### config.mk
export PLATFORM = sky130hd
export DESIGN_NAME = ecc_dsa_top
export DESIGN_NICKNAME = d
export VERILOG_FILES = /design/src/logic/ecc_dsa_pkg.sv /design/src/logic/ecc_dsa_top.sv /design/src/logic/ecc_dsa_regfile.sv /design/src/logic/ecc_dsa_ctrl.sv /design/src/logic/ecc_dsa_sequencer.sv
export SDC_FILE = /design/constraint.sdc
export NUM_CORES = 2
export LEC_CHECK = 0
export BUFFER_PORTS_ARGS = -buffer_cell sky130_fd_sc_hd__buf_2
export CAP_MARGIN = 15
export CORE_MARGIN = 2
export CORE_UTILIZATION = 55
export CTS_CLUSTER_DIAMETER = 80
export DETAILED_ROUTE_END_ITERATION = 16
export GPL_ROUTABILITY_DRIVEN = 0
export GPL_TIMING_DRIVEN = 0
export HOLD_SLACK_MARGIN = 0.12
export PLACE_DENSITY_LB_ADDON = 0.05
export SLEW_MARGIN = 20
export SYNTH_ARGS = -nofsm -noshare
export SYNTH_HDL_FRONTEND = slang
export SYNTH_MEMORY_MAX_BITS = 65536
export SYNTH_SLANG_ARGS = --single-unit
### constraint.sdc
create_clock -name clka -period 4.59 [get_ports clka]
set_input_delay 0.6885 -clock clka [delete_from_list [all_inputs] [get_ports clka]]
set_output_delay 0.6885 -clock clka [all_outputs]
set_load 0.05 [all_outputs]
### src/logic/ecc_dsa_pkg.sv
package ecc_dsa_pkg;

  // --------------------------------------------------------------------------
  // Widths and their types
  // --------------------------------------------------------------------------
  localparam int PROG_ADDR_W = 8;
  localparam int DATA_W      = 32;
  localparam int OPCODE_W    = 6;
  localparam int REG_ID_W    = 6;
  localparam int OPR_ADDR_W  = 8;
  localparam int NUM_REGS    = 2 ** REG_ID_W;

  typedef logic [PROG_ADDR_W-1:0] prog_addr_t;
  typedef logic [DATA_W-1:0]      data_t;
  typedef logic [OPCODE_W-1:0]    dsa_opcode_t;
  typedef logic [REG_ID_W-1:0]    reg_id_t;
  typedef logic [OPR_ADDR_W-1:0]  opr_addr_t;
  typedef logic [1:0]             dsa_job_t;

  // --------------------------------------------------------------------------
  // Micro-op opcodes
  // --------------------------------------------------------------------------
  localparam dsa_opcode_t DSA_UOP_NOP       = 6'd0;
  localparam dsa_opcode_t DSA_UOP_WR_CORE   = 6'd1;
  localparam dsa_opcode_t DSA_UOP_RD_CORE   = 6'd2;
  localparam dsa_opcode_t DSA_UOP_WR_SCALAR = 6'd3;
  localparam dsa_opcode_t DSA_UOP_FIXED_MSB = 6'd4;
  // Commands handed to the point-multiplication core
  localparam dsa_opcode_t DSA_UOP_KEYGEN    = 6'd8;
  localparam dsa_opcode_t DSA_UOP_SIGN      = 6'd9;
  localparam dsa_opcode_t DSA_UOP_VERIFY0   = 6'd10;
  localparam dsa_opcode_t DSA_UOP_VERIFY1   = 6'd11;
  localparam dsa_opcode_t DSA_UOP_VERIFY2   = 6'd12;

  // Register bank indices
  localparam reg_id_t NOP_ID              = 6'd0;
  localparam reg_id_t CONST_ZERO_ID       = 6'd1;
  localparam reg_id_t CONST_ONE_ID        = 6'd2;
  localparam reg_id_t CONST_E_a_MONT_ID   = 6'd3;
  localparam reg_id_t CONST_ONE_p_MONT_ID = 6'd4;
  localparam reg_id_t CONST_R2_p_MONT_ID  = 6'd5;
  localparam reg_id_t CONST_G_X_MONT_ID   = 6'd6;
  localparam reg_id_t CONST_G_Y_MONT_ID   = 6'd7;
  localparam reg_id_t CONST_G_Z_MONT_ID   = 6'd8;
  localparam reg_id_t CONST_R2_q_MONT_ID  = 6'd9;
  localparam reg_id_t CONST_ONE_q_MONT_ID = 6'd10;
  localparam reg_id_t MSG_ID              = 6'd16;
  localparam reg_id_t PRIVKEY_ID          = 6'd17;
  localparam reg_id_t PUBKEYX_ID          = 6'd18;
  localparam reg_id_t PUBKEYY_ID          = 6'd19;
  localparam reg_id_t R_ID                = 6'd20;
  localparam reg_id_t S_ID                = 6'd21;
  localparam reg_id_t SCALAR_G_ID         = 6'd22;
  localparam reg_id_t SCALAR_PK_ID        = 6'd23;
  localparam reg_id_t SCALAR_ID           = 6'd24;
  localparam reg_id_t R_VERIFY_ID         = 6'd25;

  // Core operand memory map
  localparam opr_addr_t UOP_OPR_DONTCARE        = 8'hff;
  localparam opr_addr_t UOP_OPR_CONST_ZERO      = 8'h01;
  localparam opr_addr_t UOP_OPR_CONST_ONE       = 8'h02;
  localparam opr_addr_t UOP_OPR_CONST_E_a       = 8'h03;
  localparam opr_addr_t UOP_OPR_CONST_ONE_MONT  = 8'h04;
  localparam opr_addr_t UOP_OPR_CONST_R2_p      = 8'h05;
  localparam opr_addr_t UOP_OPR_CONST_GX_MONT   = 8'h06;
  localparam opr_addr_t UOP_OPR_CONST_GY_MONT   = 8'h07;
  localparam opr_addr_t UOP_OPR_CONST_GZ_MONT   = 8'h08;
  localparam opr_addr_t UOP_OPR_CONST_R2_q      = 8'h09;
  localparam opr_addr_t UOP_OPR_CONST_ONE_q_MONT = 8'h0a;
  localparam opr_addr_t UOP_OPR_HASH_MSG        = 8'h10;
  localparam opr_addr_t UOP_OPR_PRIVKEY         = 8'h11;
  localparam opr_addr_t UOP_OPR_SCALAR_G        = 8'h12;
  localparam opr_addr_t UOP_OPR_SCALAR_PK       = 8'h13;
  localparam opr_addr_t UOP_OPR_SIGN_R          = 8'h14;
  localparam opr_addr_t UOP_OPR_SIGN_S          = 8'h15;
  localparam opr_addr_t UOP_OPR_Qx_AFFN         = 8'h20;
  localparam opr_addr_t UOP_OPR_Qy_AFFN         = 8'h21;

  // ROM word
  typedef struct packed {
    dsa_opcode_t opcode;
    reg_id_t     reg_id;
    opr_addr_t   opr_addr;
  } dsa_uop_t;

  localparam dsa_job_t JOB_KEYGEN = 2'd0;
  localparam dsa_job_t JOB_SIGN   = 2'd1;
  localparam dsa_job_t JOB_VERIFY = 2'd2;

  // Program bounds, each end is a closing NOP
  localparam prog_addr_t DSA_INIT_S = 8'd0;
  localparam prog_addr_t DSA_INIT_E = 8'd11;
  localparam prog_addr_t DSA_KG_S   = 8'd16;
  localparam prog_addr_t DSA_KG_E   = 8'd22;
  localparam prog_addr_t DSA_SGN_S  = 8'd32;
  localparam prog_addr_t DSA_SGN_E  = 8'd41;
  localparam prog_addr_t DSA_VER_S  = 8'd48;
  localparam prog_addr_t DSA_VER_E  = 8'd66;

  // Stand-in curve constants
  localparam data_t CONST_ZERO_VAL       = 32'h0000_0000;
  localparam data_t CONST_ONE_VAL        = 32'h0000_0001;
  localparam data_t CONST_E_a_MONT_VAL   = 32'h3c1f_a8d2;
  localparam data_t CONST_ONE_p_MONT_VAL = 32'h0000_0100;
  localparam data_t CONST_R2_p_MONT_VAL  = 32'h0001_0000;
  localparam data_t CONST_G_X_MONT_VAL   = 32'haa87_ca22;
  localparam data_t CONST_G_Y_MONT_VAL   = 32'h3617_de4a;
  localparam data_t CONST_G_Z_MONT_VAL   = 32'h0000_0101;
  localparam data_t CONST_R2_q_MONT_VAL  = 32'h0002_0001;
  localparam data_t CONST_ONE_q_MONT_VAL = 32'h0000_0200;

  typedef enum logic [2:0] {
    INIT_FETCH,
    IDLE,
    FETCH,
    EXEC,
    RD_CAPTURE,
    WAIT_CORE
  } ctrl_state_t;

endpackage
### src/logic/ecc_dsa_top.sv
`timescale 1ns/1ns

module ecc_dsa_top (
  input  logic                     clka,
  input  logic                     rst_n,
  // Host side
  input  logic                     host_wr,
  input  ecc_dsa_pkg::reg_id_t     host_wr_id,
  input  ecc_dsa_pkg::data_t       host_wr_data,
  input  ecc_dsa_pkg::reg_id_t     host_rd_id,
  output ecc_dsa_pkg::data_t       host_rd_data,
  input  logic                     job_start,
  input  ecc_dsa_pkg::dsa_job_t    job,
  output logic                     busy,
  output logic                     done,
  // Point-multiplication core
  output logic                     core_wr,
  output ecc_dsa_pkg::opr_addr_t   core_wr_addr,
  output ecc_dsa_pkg::data_t       core_wr_data,
  output logic                     core_rd,
  output ecc_dsa_pkg::opr_addr_t   core_rd_addr,
  input  ecc_dsa_pkg::data_t       core_rd_data,
  output logic                     core_scalar_wr,
  output ecc_dsa_pkg::data_t       core_scalar,
  output logic                     core_cmd_valid,
  output ecc_dsa_pkg::dsa_opcode_t core_cmd,
  input  logic                     core_busy
);
  import ecc_dsa_pkg::*;

  prog_addr_t prog_addr;
  dsa_uop_t   uop;
  reg_id_t    rf_rd_id;
  data_t      rf_rd_data;
  logic       rf_wr;
  reg_id_t    rf_wr_id;
  data_t      rf_wr_data;

  // --------------------------------------------------------------------------
  // Controller, micro-op ROM and register bank
  // --------------------------------------------------------------------------
  ecc_dsa_ctrl ctrl0 (.*);

  ecc_dsa_sequencer seq0 (
    .clka      (clka),
    .prog_addr (prog_addr),
    .uop       (uop)
  );

  ecc_dsa_regfile rf0 (.*);

endmodule

### src/logic/ecc_dsa_regfile.sv
`timescale 1ns/1ns

module ecc_dsa_regfile (
  input  logic                 clka,
  input  logic                 rst_n,
  input  logic                 host_wr,
  input  ecc_dsa_pkg::reg_id_t host_wr_id,
  input  ecc_dsa_pkg::data_t   host_wr_data,
  input  ecc_dsa_pkg::reg_id_t host_rd_id,
  output ecc_dsa_pkg::data_t   host_rd_data,
  input  logic                 rf_wr,
  input  ecc_dsa_pkg::reg_id_t rf_wr_id,
  input  ecc_dsa_pkg::data_t   rf_wr_data,
  input  ecc_dsa_pkg::reg_id_t rf_rd_id,
  output ecc_dsa_pkg::data_t   rf_rd_data,
  input  logic                 busy
);
  import ecc_dsa_pkg::*;

  data_t regs [NUM_REGS];

  always_ff @(posedge clka) begin
    if (!rst_n) begin
      for (int i = 0; i < NUM_REGS; i++) begin
        regs[i] <= '0;
      end
      regs[CONST_ZERO_ID]       <= CONST_ZERO_VAL;
      regs[CONST_ONE_ID]        <= CONST_ONE_VAL;
      regs[CONST_E_a_MONT_ID]   <= CONST_E_a_MONT_VAL;
      regs[CONST_ONE_p_MONT_ID] <= CONST_ONE_p_MONT_VAL;
      regs[CONST_R2_p_MONT_ID]  <= CONST_R2_p_MONT_VAL;
      regs[CONST_G_X_MONT_ID]   <= CONST_G_X_MONT_VAL;
      regs[CONST_G_Y_MONT_ID]   <= CONST_G_Y_MONT_VAL;
      regs[CONST_G_Z_MONT_ID]   <= CONST_G_Z_MONT_VAL;
      regs[CONST_R2_q_MONT_ID]  <= CONST_R2_q_MONT_VAL;
      regs[CONST_ONE_q_MONT_ID] <= CONST_ONE_q_MONT_VAL;
    end else begin
      // Host loads operands only between jobs
      if (host_wr && !busy) begin
        regs[host_wr_id] <= host_wr_data;
      end
      // Later assignment, controller wins
      if (rf_wr) begin
        regs[rf_wr_id] <= rf_wr_data;
      end
    end
  end

  assign host_rd_data = regs[host_rd_id];
  assign rf_rd_data   = regs[rf_rd_id];

  // Host and controller never target one register together
  assert property (@(posedge clka) disable iff (!rst_n)
    (rf_wr && host_wr) |-> (rf_wr_id != host_wr_id));

endmodule

### src/logic/ecc_dsa_ctrl.sv
`timescale 1ns/1ns

module ecc_dsa_ctrl (
  input  logic                     clka,
  input  logic                     rst_n,
  input  logic                     job_start,
  input  ecc_dsa_pkg::dsa_job_t    job,
  output logic                     busy,
  output logic                     done,
  output ecc_dsa_pkg::prog_addr_t  prog_addr,
  input  ecc_dsa_pkg::dsa_uop_t    uop,
  output ecc_dsa_pkg::reg_id_t     rf_rd_id,
  input  ecc_dsa_pkg::data_t       rf_rd_data,
  output logic                     rf_wr,
  output ecc_dsa_pkg::reg_id_t     rf_wr_id,
  output ecc_dsa_pkg::data_t       rf_wr_data,
  output logic                     core_wr,
  output ecc_dsa_pkg::opr_addr_t   core_wr_addr,
  output ecc_dsa_pkg::data_t       core_wr_data,
  output logic                     core_rd,
  output ecc_dsa_pkg::opr_addr_t   core_rd_addr,
  input  ecc_dsa_pkg::data_t       core_rd_data,
  output logic                     core_scalar_wr,
  output ecc_dsa_pkg::data_t       core_scalar,
  output logic                     core_cmd_valid,
  output ecc_dsa_pkg::dsa_opcode_t core_cmd,
  input  logic                     core_busy
);
  import ecc_dsa_pkg::*;

  ctrl_state_t state;
  prog_addr_t  pc;
  prog_addr_t  end_addr;
  prog_addr_t  job_s;
  prog_addr_t  job_e;
  logic        job_ok;
  reg_id_t     scalar_src;
  reg_id_t     rd_id;
  logic        wait_first;
  logic        exec;
  logic        is_cmd;
  logic        at_end;

  // --------------------------------------------------------------------------
  // Decode of the current micro-op
  // --------------------------------------------------------------------------
  assign exec = (state == EXEC);

  always_comb begin
    case (uop.opcode)
      DSA_UOP_KEYGEN,
      DSA_UOP_SIGN,
      DSA_UOP_VERIFY0,
      DSA_UOP_VERIFY1,
      DSA_UOP_VERIFY2: is_cmd = 1'b1;
      default:         is_cmd = 1'b0;
    endcase
  end

  // Only the closing NOP of the running program ends it
  assign at_end = (uop.opcode == DSA_UOP_NOP) && (pc == end_addr);

  // Program bounds for the requested job
  always_comb begin
    job_ok = 1'b1;
    job_s  = DSA_KG_S;
    job_e  = DSA_KG_E;
    case (job)
      JOB_SIGN: begin
        job_s = DSA_SGN_S;
        job_e = DSA_SGN_E;
      end
      JOB_VERIFY: begin
        job_s = DSA_VER_S;
        job_e = DSA_VER_E;
      end
      JOB_KEYGEN: job_ok = 1'b1;
      default:    job_ok = 1'b0;
    endcase
  end

  // Execute overlaps the fetch of the next word
  assign prog_addr = exec ? pc + 1'b1 : pc;

  assign busy = (state != IDLE);

  // --------------------------------------------------------------------------
  // Core and register bank strobes
  // --------------------------------------------------------------------------
  assign core_wr        = exec && (uop.opcode == DSA_UOP_WR_CORE);
  assign core_rd        = exec && (uop.opcode == DSA_UOP_RD_CORE);
  assign core_scalar_wr = exec && (uop.opcode == DSA_UOP_WR_SCALAR);
  assign core_cmd_valid = exec && is_cmd;
  assign core_wr_addr   = uop.opr_addr;
  assign core_rd_addr   = uop.opr_addr;
  assign core_cmd       = uop.opcode;

  // Scalar load reads the register picked by the latest FIXED_MSB
  assign rf_rd_id     = (uop.opcode == DSA_UOP_WR_SCALAR) ? scalar_src : uop.reg_id;
  assign core_wr_data = rf_rd_data;
  assign core_scalar  = rf_rd_data;

  // Read data lands one cycle after the strobe
  assign rf_wr      = (state == RD_CAPTURE);
  assign rf_wr_id   = rd_id;
  assign rf_wr_data = core_rd_data;

  always_ff @(posedge clka) begin
    if (exec && (uop.opcode == DSA_UOP_FIXED_MSB)) begin
      scalar_src <= uop.reg_id;
    end
    if (core_rd) begin
      rd_id <= uop.reg_id;
    end
  end

  // --------------------------------------------------------------------------
  // Fetch / execute FSM
  // --------------------------------------------------------------------------
  always_ff @(posedge clka) begin
    if (!rst_n) begin
      state      <= INIT_FETCH;
      pc         <= DSA_INIT_S;
      end_addr   <= DSA_INIT_E;
      wait_first <= 1'b0;
      done       <= 1'b0;
    end else begin
      done <= 1'b0;
      case (state)
        INIT_FETCH,
        FETCH: state <= EXEC;
        IDLE: begin
          if (job_start && job_ok) begin
            pc       <= job_s;
            end_addr <= job_e;
            state    <= FETCH;
          end
        end
        EXEC: begin
          if (at_end) begin
            state <= IDLE;
            done  <= 1'b1;
          end else begin
            pc <= pc + 1'b1;
            if (uop.opcode == DSA_UOP_RD_CORE) begin
              state <= RD_CAPTURE;
            end else if (is_cmd) begin
              state      <= WAIT_CORE;
              wait_first <= 1'b1;
            end
          end
        end
        RD_CAPTURE: state <= FETCH;
        WAIT_CORE: begin
          // core_busy may only rise the cycle after the command
          wait_first <= 1'b0;
          if (!wait_first && !core_busy) begin
            state <= FETCH;
          end
        end
        default: state <= IDLE;
      endcase
    end
  end

  // Operand traffic stalls while the core is busy
  assert property (@(posedge clka) disable iff (!rst_n)
    core_busy |-> !(core_wr || core_rd || core_scalar_wr));

  // A new command never overlaps a running core operation
  assert property (@(posedge clka) disable iff (!rst_n)
    core_cmd_valid |-> !core_busy);

endmodule

### src/logic/ecc_dsa_sequencer.sv
`timescale 1ns/1ns

module ecc_dsa_sequencer (
  input  logic                    clka,
  input  ecc_dsa_pkg::prog_addr_t prog_addr,
  output ecc_dsa_pkg::dsa_uop_t   uop
);
  import ecc_dsa_pkg::*;

  // --------------------------------------------------------------------------
  // Micro-op ROM, one cycle from address to word
  // --------------------------------------------------------------------------
  always_ff @(posedge clka) begin
    case (prog_addr)
      // Core init, constants into operand memory
      DSA_INIT_S     : uop <= '{DSA_UOP_NOP,     NOP_ID,              UOP_OPR_DONTCARE};
      DSA_INIT_S + 1 : uop <= '{DSA_UOP_WR_CORE, CONST_ZERO_ID,       UOP_OPR_CONST_ZERO};
      DSA_INIT_S + 2 : uop <= '{DSA_UOP_WR_CORE, CONST_ONE_ID,        UOP_OPR_CONST_ONE};
      DSA_INIT_S + 3 : uop <= '{DSA_UOP_WR_CORE, CONST_E_a_MONT_ID,   UOP_OPR_CONST_E_a};
      DSA_INIT_S + 4 : uop <= '{DSA_UOP_WR_CORE, CONST_ONE_p_MONT_ID, UOP_OPR_CONST_ONE_MONT};
      DSA_INIT_S + 5 : uop <= '{DSA_UOP_WR_CORE, CONST_R2_p_MONT_ID,  UOP_OPR_CONST_R2_p};
      DSA_INIT_S + 6 : uop <= '{DSA_UOP_WR_CORE, CONST_G_X_MONT_ID,   UOP_OPR_CONST_GX_MONT};
      DSA_INIT_S + 7 : uop <= '{DSA_UOP_WR_CORE, CONST_G_Y_MONT_ID,   UOP_OPR_CONST_GY_MONT};
      DSA_INIT_S + 8 : uop <= '{DSA_UOP_WR_CORE, CONST_G_Z_MONT_ID,   UOP_OPR_CONST_GZ_MONT};
      DSA_INIT_S + 9 : uop <= '{DSA_UOP_WR_CORE, CONST_R2_q_MONT_ID,  UOP_OPR_CONST_R2_q};
      DSA_INIT_S + 10: uop <= '{DSA_UOP_WR_CORE, CONST_ONE_q_MONT_ID, UOP_OPR_CONST_ONE_q_MONT};
      DSA_INIT_E     : uop <= '{DSA_UOP_NOP,     NOP_ID,              UOP_OPR_DONTCARE};

      // Key generation
      DSA_KG_S       : uop <= '{DSA_UOP_FIXED_MSB, SCALAR_G_ID, UOP_OPR_DONTCARE};
      DSA_KG_S + 1   : uop <= '{DSA_UOP_WR_SCALAR, SCALAR_ID,   UOP_OPR_DONTCARE};
      DSA_KG_S + 2   : uop <= '{DSA_UOP_KEYGEN,    NOP_ID,      UOP_OPR_DONTCARE};
      DSA_KG_S + 3   : uop <= '{DSA_UOP_NOP,       NOP_ID,      UOP_OPR_DONTCARE};
      DSA_KG_S + 4   : uop <= '{DSA_UOP_RD_CORE,   PUBKEYX_ID,  UOP_OPR_Qx_AFFN};
      DSA_KG_S + 5   : uop <= '{DSA_UOP_RD_CORE,   PUBKEYY_ID,  UOP_OPR_Qy_AFFN};
      DSA_KG_E       : uop <= '{DSA_UOP_NOP,       NOP_ID,      UOP_OPR_DONTCARE};

      // Signing
      DSA_SGN_S      : uop <= '{DSA_UOP_WR_CORE,   MSG_ID,      UOP_OPR_HASH_MSG};
      DSA_SGN_S + 1  : uop <= '{DSA_UOP_WR_CORE,   PRIVKEY_ID,  UOP_OPR_PRIVKEY};
      DSA_SGN_S + 2  : uop <= '{DSA_UOP_WR_CORE,   SCALAR_G_ID, UOP_OPR_SCALAR_G};
      DSA_SGN_S + 3  : uop <= '{DSA_UOP_FIXED_MSB, SCALAR_G_ID, UOP_OPR_DONTCARE};
      DSA_SGN_S + 4  : uop <= '{DSA_UOP_WR_SCALAR, SCALAR_ID,   UOP_OPR_DONTCARE};
      DSA_SGN_S + 5  : uop <= '{DSA_UOP_SIGN,      NOP_ID,      UOP_OPR_DONTCARE};
      DSA_SGN_S + 6  : uop <= '{DSA_UOP_NOP,       NOP_ID,      UOP_OPR_DONTCARE};
      DSA_SGN_S + 7  : uop <= '{DSA_UOP_RD_CORE,   R_ID,        UOP_OPR_SIGN_R};
      DSA_SGN_S + 8  : uop <= '{DSA_UOP_RD_CORE,   S_ID,        UOP_OPR_SIGN_S};
      DSA_SGN_E      : uop <= '{DSA_UOP_NOP,       NOP_ID,      UOP_OPR_DONTCARE};

      // Verification in three core passes
      DSA_VER_S      : uop <= '{DSA_UOP_WR_CORE,   MSG_ID,       UOP_OPR_HASH_MSG};
      DSA_VER_S + 1  : uop <= '{DSA_UOP_WR_CORE,   R_ID,         UOP_OPR_SIGN_R};
      DSA_VER_S + 2  : uop <= '{DSA_UOP_WR_CORE,   S_ID,         UOP_OPR_SIGN_S};
      DSA_VER_S + 3  : uop <= '{DSA_UOP_VERIFY0,   NOP_ID,       UOP_OPR_DONTCARE};
      DSA_VER_S + 4  : uop <= '{DSA_UOP_NOP,       NOP_ID,       UOP_OPR_DONTCARE};
      DSA_VER_S + 5  : uop <= '{DSA_UOP_RD_CORE,   SCALAR_G_ID,  UOP_OPR_SCALAR_G};
      DSA_VER_S + 6  : uop <= '{DSA_UOP_RD_CORE,   SCALAR_PK_ID, UOP_OPR_SCALAR_PK};
      DSA_VER_S + 7  : uop <= '{DSA_UOP_FIXED_MSB, SCALAR_G_ID,  UOP_OPR_DONTCARE};
      DSA_VER_S + 8  : uop <= '{DSA_UOP_WR_SCALAR, SCALAR_ID,    UOP_OPR_DONTCARE};
      DSA_VER_S + 9  : uop <= '{DSA_UOP_VERIFY1,   NOP_ID,       UOP_OPR_DONTCARE};
      DSA_VER_S + 10 : uop <= '{DSA_UOP_NOP,       NOP_ID,       UOP_OPR_DONTCARE};
      DSA_VER_S + 11 : uop <= '{DSA_UOP_WR_CORE,   PUBKEYX_ID,   UOP_OPR_Qx_AFFN};
      DSA_VER_S + 12 : uop <= '{DSA_UOP_WR_CORE,   PUBKEYY_ID,   UOP_OPR_Qy_AFFN};
      DSA_VER_S + 13 : uop <= '{DSA_UOP_FIXED_MSB, SCALAR_PK_ID, UOP_OPR_DONTCARE};
      DSA_VER_S + 14 : uop <= '{DSA_UOP_WR_SCALAR, SCALAR_ID,    UOP_OPR_DONTCARE};
      DSA_VER_S + 15 : uop <= '{DSA_UOP_VERIFY2,   NOP_ID,       UOP_OPR_DONTCARE};
      DSA_VER_S + 16 : uop <= '{DSA_UOP_NOP,       NOP_ID,       UOP_OPR_DONTCARE};
      DSA_VER_S + 17 : uop <= '{DSA_UOP_RD_CORE,   R_VERIFY_ID,  UOP_OPR_Qx_AFFN};
      DSA_VER_E      : uop <= '{DSA_UOP_NOP,       NOP_ID,       UOP_OPR_DONTCARE};

      default        : uop <= '{DSA_UOP_NOP,       NOP_ID,       UOP_OPR_DONTCARE};
    endcase
  end

  // Once the controller has come out of reset the address stays defined
  assert property (@(posedge clka)
    !$isunknown($past(prog_addr)) |-> !$isunknown(prog_addr));

endmodule

==> results.cfg <==
[logic_synthesis]
synth_warnings = 0
synth-edff-count = 2058
ys_top_cells_by_area = edfxtp_1, mux4_2, nor2_1
ys_types = 72
async_reset_ff_share_pct = 0
ys_seq_elements = 2092
syn_avg_cell_area_sq_um = 13.6
yosys.area.top_type = edfxtp_1
netlist_area_sq_um = 99900
synth_ff_type = edfxtp_1
syn_inst = 7360
synth_seq_area_share_pct = 62.6
netlist.area_leader.share_pct = 61.9

[hold_path]
holdCritPathClass = in2reg
hold_depth = 4

[clock_tree]
insertion_delay_ns = 0.91
cts_buffer_depth = 3
cts_root_buffer = clkbuf_16
cts_tree = yes
cts-htree-levels = 4
path_clk_slew_ns = 0.06
clock-sinks = 2092
numCtsBuffers = 217

[timing]
setup_violations = 367
max_freq_mhz = 206
slew_headroom_pct = 14.0
hold_ws_ns = 0.271
finalCritPeriodShare_pct = 106
grt_setup_unrepaired = yes
slew_viol_final = 0
tightest_slew_ns = 1.29
fin_crit_ns = 4.87
clock_skew_ns = 0.0378
finalWorstSetupSlack_ns = -0.275
hold_viol = 0

[finish]
drive_gt1_share_pct = 25.5
synthToLayoutAreaGrowth_pct = 17.8
fin_area_sq_um = 118000
fin_util_pct = 65.2
fillers = 13100
nets = 8028

[grt]
grt_antenna_before_repair = 16
grt_pass1_vias = 69200
overflow = 0
grt_start_max_net_pins = 33
grt_pass1_wl_um = 538000
grtUsageTotal_pct = 42.6

[detailed_routing]
first_pass_iters = 7
routed_wl_um = 401000
vias = 73400
wl_per_cell_um = 38.2
final_antenna_net_count = 0
avgViaCountPerCell = 7.00
drt_iter0_markers = 13700
drcViolationCount = 0

[floorplanning]
ios = 207
coreArea_sq_um = 181000
start_util_pct = 55.3
die_h_um = 430
num_rows = 156
die_area_sq_um = 185000
die_w_um = 430

[setup_path]
end_kind = output port
path_max_fanout = 8
start_kind = flop
reg2regPathDepth = 9
crit_type = reg2out
crit_required_ns = 3.90
worst-endpoint-arrival_ns = 4.18

[power]
p_leak_nw = 42.6
finalPower_mw = 51.4
ir_drop_mv = 0.542
powerDensity_nw_per_um2 = 437

[run_status]
outcome = finished with violations
violations = negative setup slack

[place]
dpl.hpwl_um = 284000
io_buffer_count = 198
postPlaceCellArea_sq_um = 106000
dpl_worst_slack_ns = -1.27

[job]
maxCapViolCount = 0
where the power goes:
group / internal, mW / switching [mW] / total [mW]
logic: 4.24 / 7.53 / 11.8
registers: 21.6 / 0.283 / 21.9
clock network: 9.97 / 7.77 / 17.7
total: 35.8 / 15.6 / 51.4
area by class of cell:
class,instances,area [sq um],area share (%)
sequential,2092,62500,53.1
multi-input combinational,4473,36500,31.0
clock buffer,279,5780,4.91
buffer,782,4990,4.24
timing repair buffer,351,3750,3.18
tap,2370,2970,2.52
clock inverter,120,1140,0.972
inverter,15,56.3,0.0478
antenna,7,17.5,0.0149
through the flow:
stage	cells	setup TNS, ns
after global routing	10500	-12.11
final	10500	-36.17
after floorplan	7361	0
after CTS	10400	-1.74
after detailed placement	9993	-592.14
after global placement	9929	-3164.47
logic make-up (layout without fill, tap and decap cells):
group	Yosys count	after routing	share of synthesized area [%]
and+or+nand+nor	2927	2928	11.6
DFF	2092	2092	62.6
muxes	1041	1041	18.7
buffers and inverters	797	1547	3.51
AOI/OAI and AO/OA	477	477	3.32
adders and majority gates	13	13	0.163
xor gates and xnor gates	12	12	0.105
other	1	9	0.00375
placed cells by master, fill, tap and decap left out, types with 32 or more instances in the layout:
cell type | synthesis | layout
buf_4 | 69 | 159
mux4_2 | 662 | 662
clkbuf_16 | 0 | 237
clkbuf_2 | 0 | 32
buf_8 | 0 | 45
nand3_1 | 155 | 153
buf_12 | 0 | 87
clkinv_1 | 0 | 41
nor2_1 | 2032 | 2022
clkbuf_1 | 489 | 462
mux2i_1 | 373 | 320
a32oi_1 | 64 | 35
edfxtp_1 | 2058 | 2058
buf_2 | 185 | 232
a22oi_2 | 0 | 59
a21oi_2 | 0 | 45
nand2_1 | 598 | 532
a22oi_1 | 131 | 72
buf_6 | 3 | 92
a31oi_1 | 79 | 35
mux2i_2 | 0 | 36
clkinv_2 | 0 | 41
nand2_2 | 0 | 43
worst max-delay path, stage by stage, from the launching register on:
cell	delay, ns
dfxtp_4	0.36
nor4bb_4	0.41
buf_6	0.21
mux2i_4	0.26
buf_6	0.13
buf_12	0.16
buf_12	0.17
buf_16	0.19
mux2i_4	0.27
a22oi_2	0.12
a21oi_4	0.46
nor4_4	0.05
buf_4	0.18
buf_4	0.13
buf_6	0.14
metal layers:
layer,global-route usage (%),wire [um],vias up
li1,-,-,28500
met1,55.7,135000,36900
met2,60.0,169000,6651
met3,15.7,64700,1294
met4,27.5,32000,12
met5,0,231,-
cells in the mapped netlist, drive strengths merged (4+ instances only):
cell type / number
o221ai: 4
o21a: 4
nor3b: 6
a21oi: 87
inv: 15
a22oi: 131
o21ai: 32
mux2i: 373
and2: 8
xnor2: 10
and3: 9
nand2b: 7
a21boi: 6
a32oi: 64
o211ai: 6
a211o: 5
ha: 13
nand4: 7
buf: 293
nand3b: 6
mux4: 662
a211oi: 17
dfxtp: 34
nor2b: 17
or3: 5
nand2: 598
mux2: 6
nand3: 155
a31o: 5
nor2: 2034
nor4: 36
nor3: 26
o22ai: 7
nand4b: 4
clkbuf: 489
a31oi: 79
edfxtp: 2058
state kept, by name, indices dropped and copies added, names as in the netlist:
signal / cells
ctrl0.rf_wr_id: 5
ctrl0.wait_first: 1
ctrl0.scalar_src: 5
ctrl0.end_addr: 5
ctrl0.done: 1
ctrl0.state: 3
rf0.regs: 2048
ctrl0.pc: 8
seq0.uop: 16
final timing paths:
check	start	end	slack (ns)
hold / removal	job[1]	ctrl0.end_addr[6]	0.27
setup reg to reg	ctrl0.state[1]	rf0.regs[22][18]	-0.22
setup / recovery	seq0.uop[16]	core_wr_data[21]	-0.28
hold reg to reg	ctrl0.end_addr[5]	ctrl0.end_addr[5]	0.48
what timing repair did:
item | in CTS | in global routing
hold buffers | 0 | 0
gates cloned | 5 | 14
pin swaps | 51 | 86
gates resized for setup | 615 | 401
endpoints found under the setup margin | 251 | 319
buffers inserted | 34 | 39
Note: power is estimated with default switching activity, not from simulation.
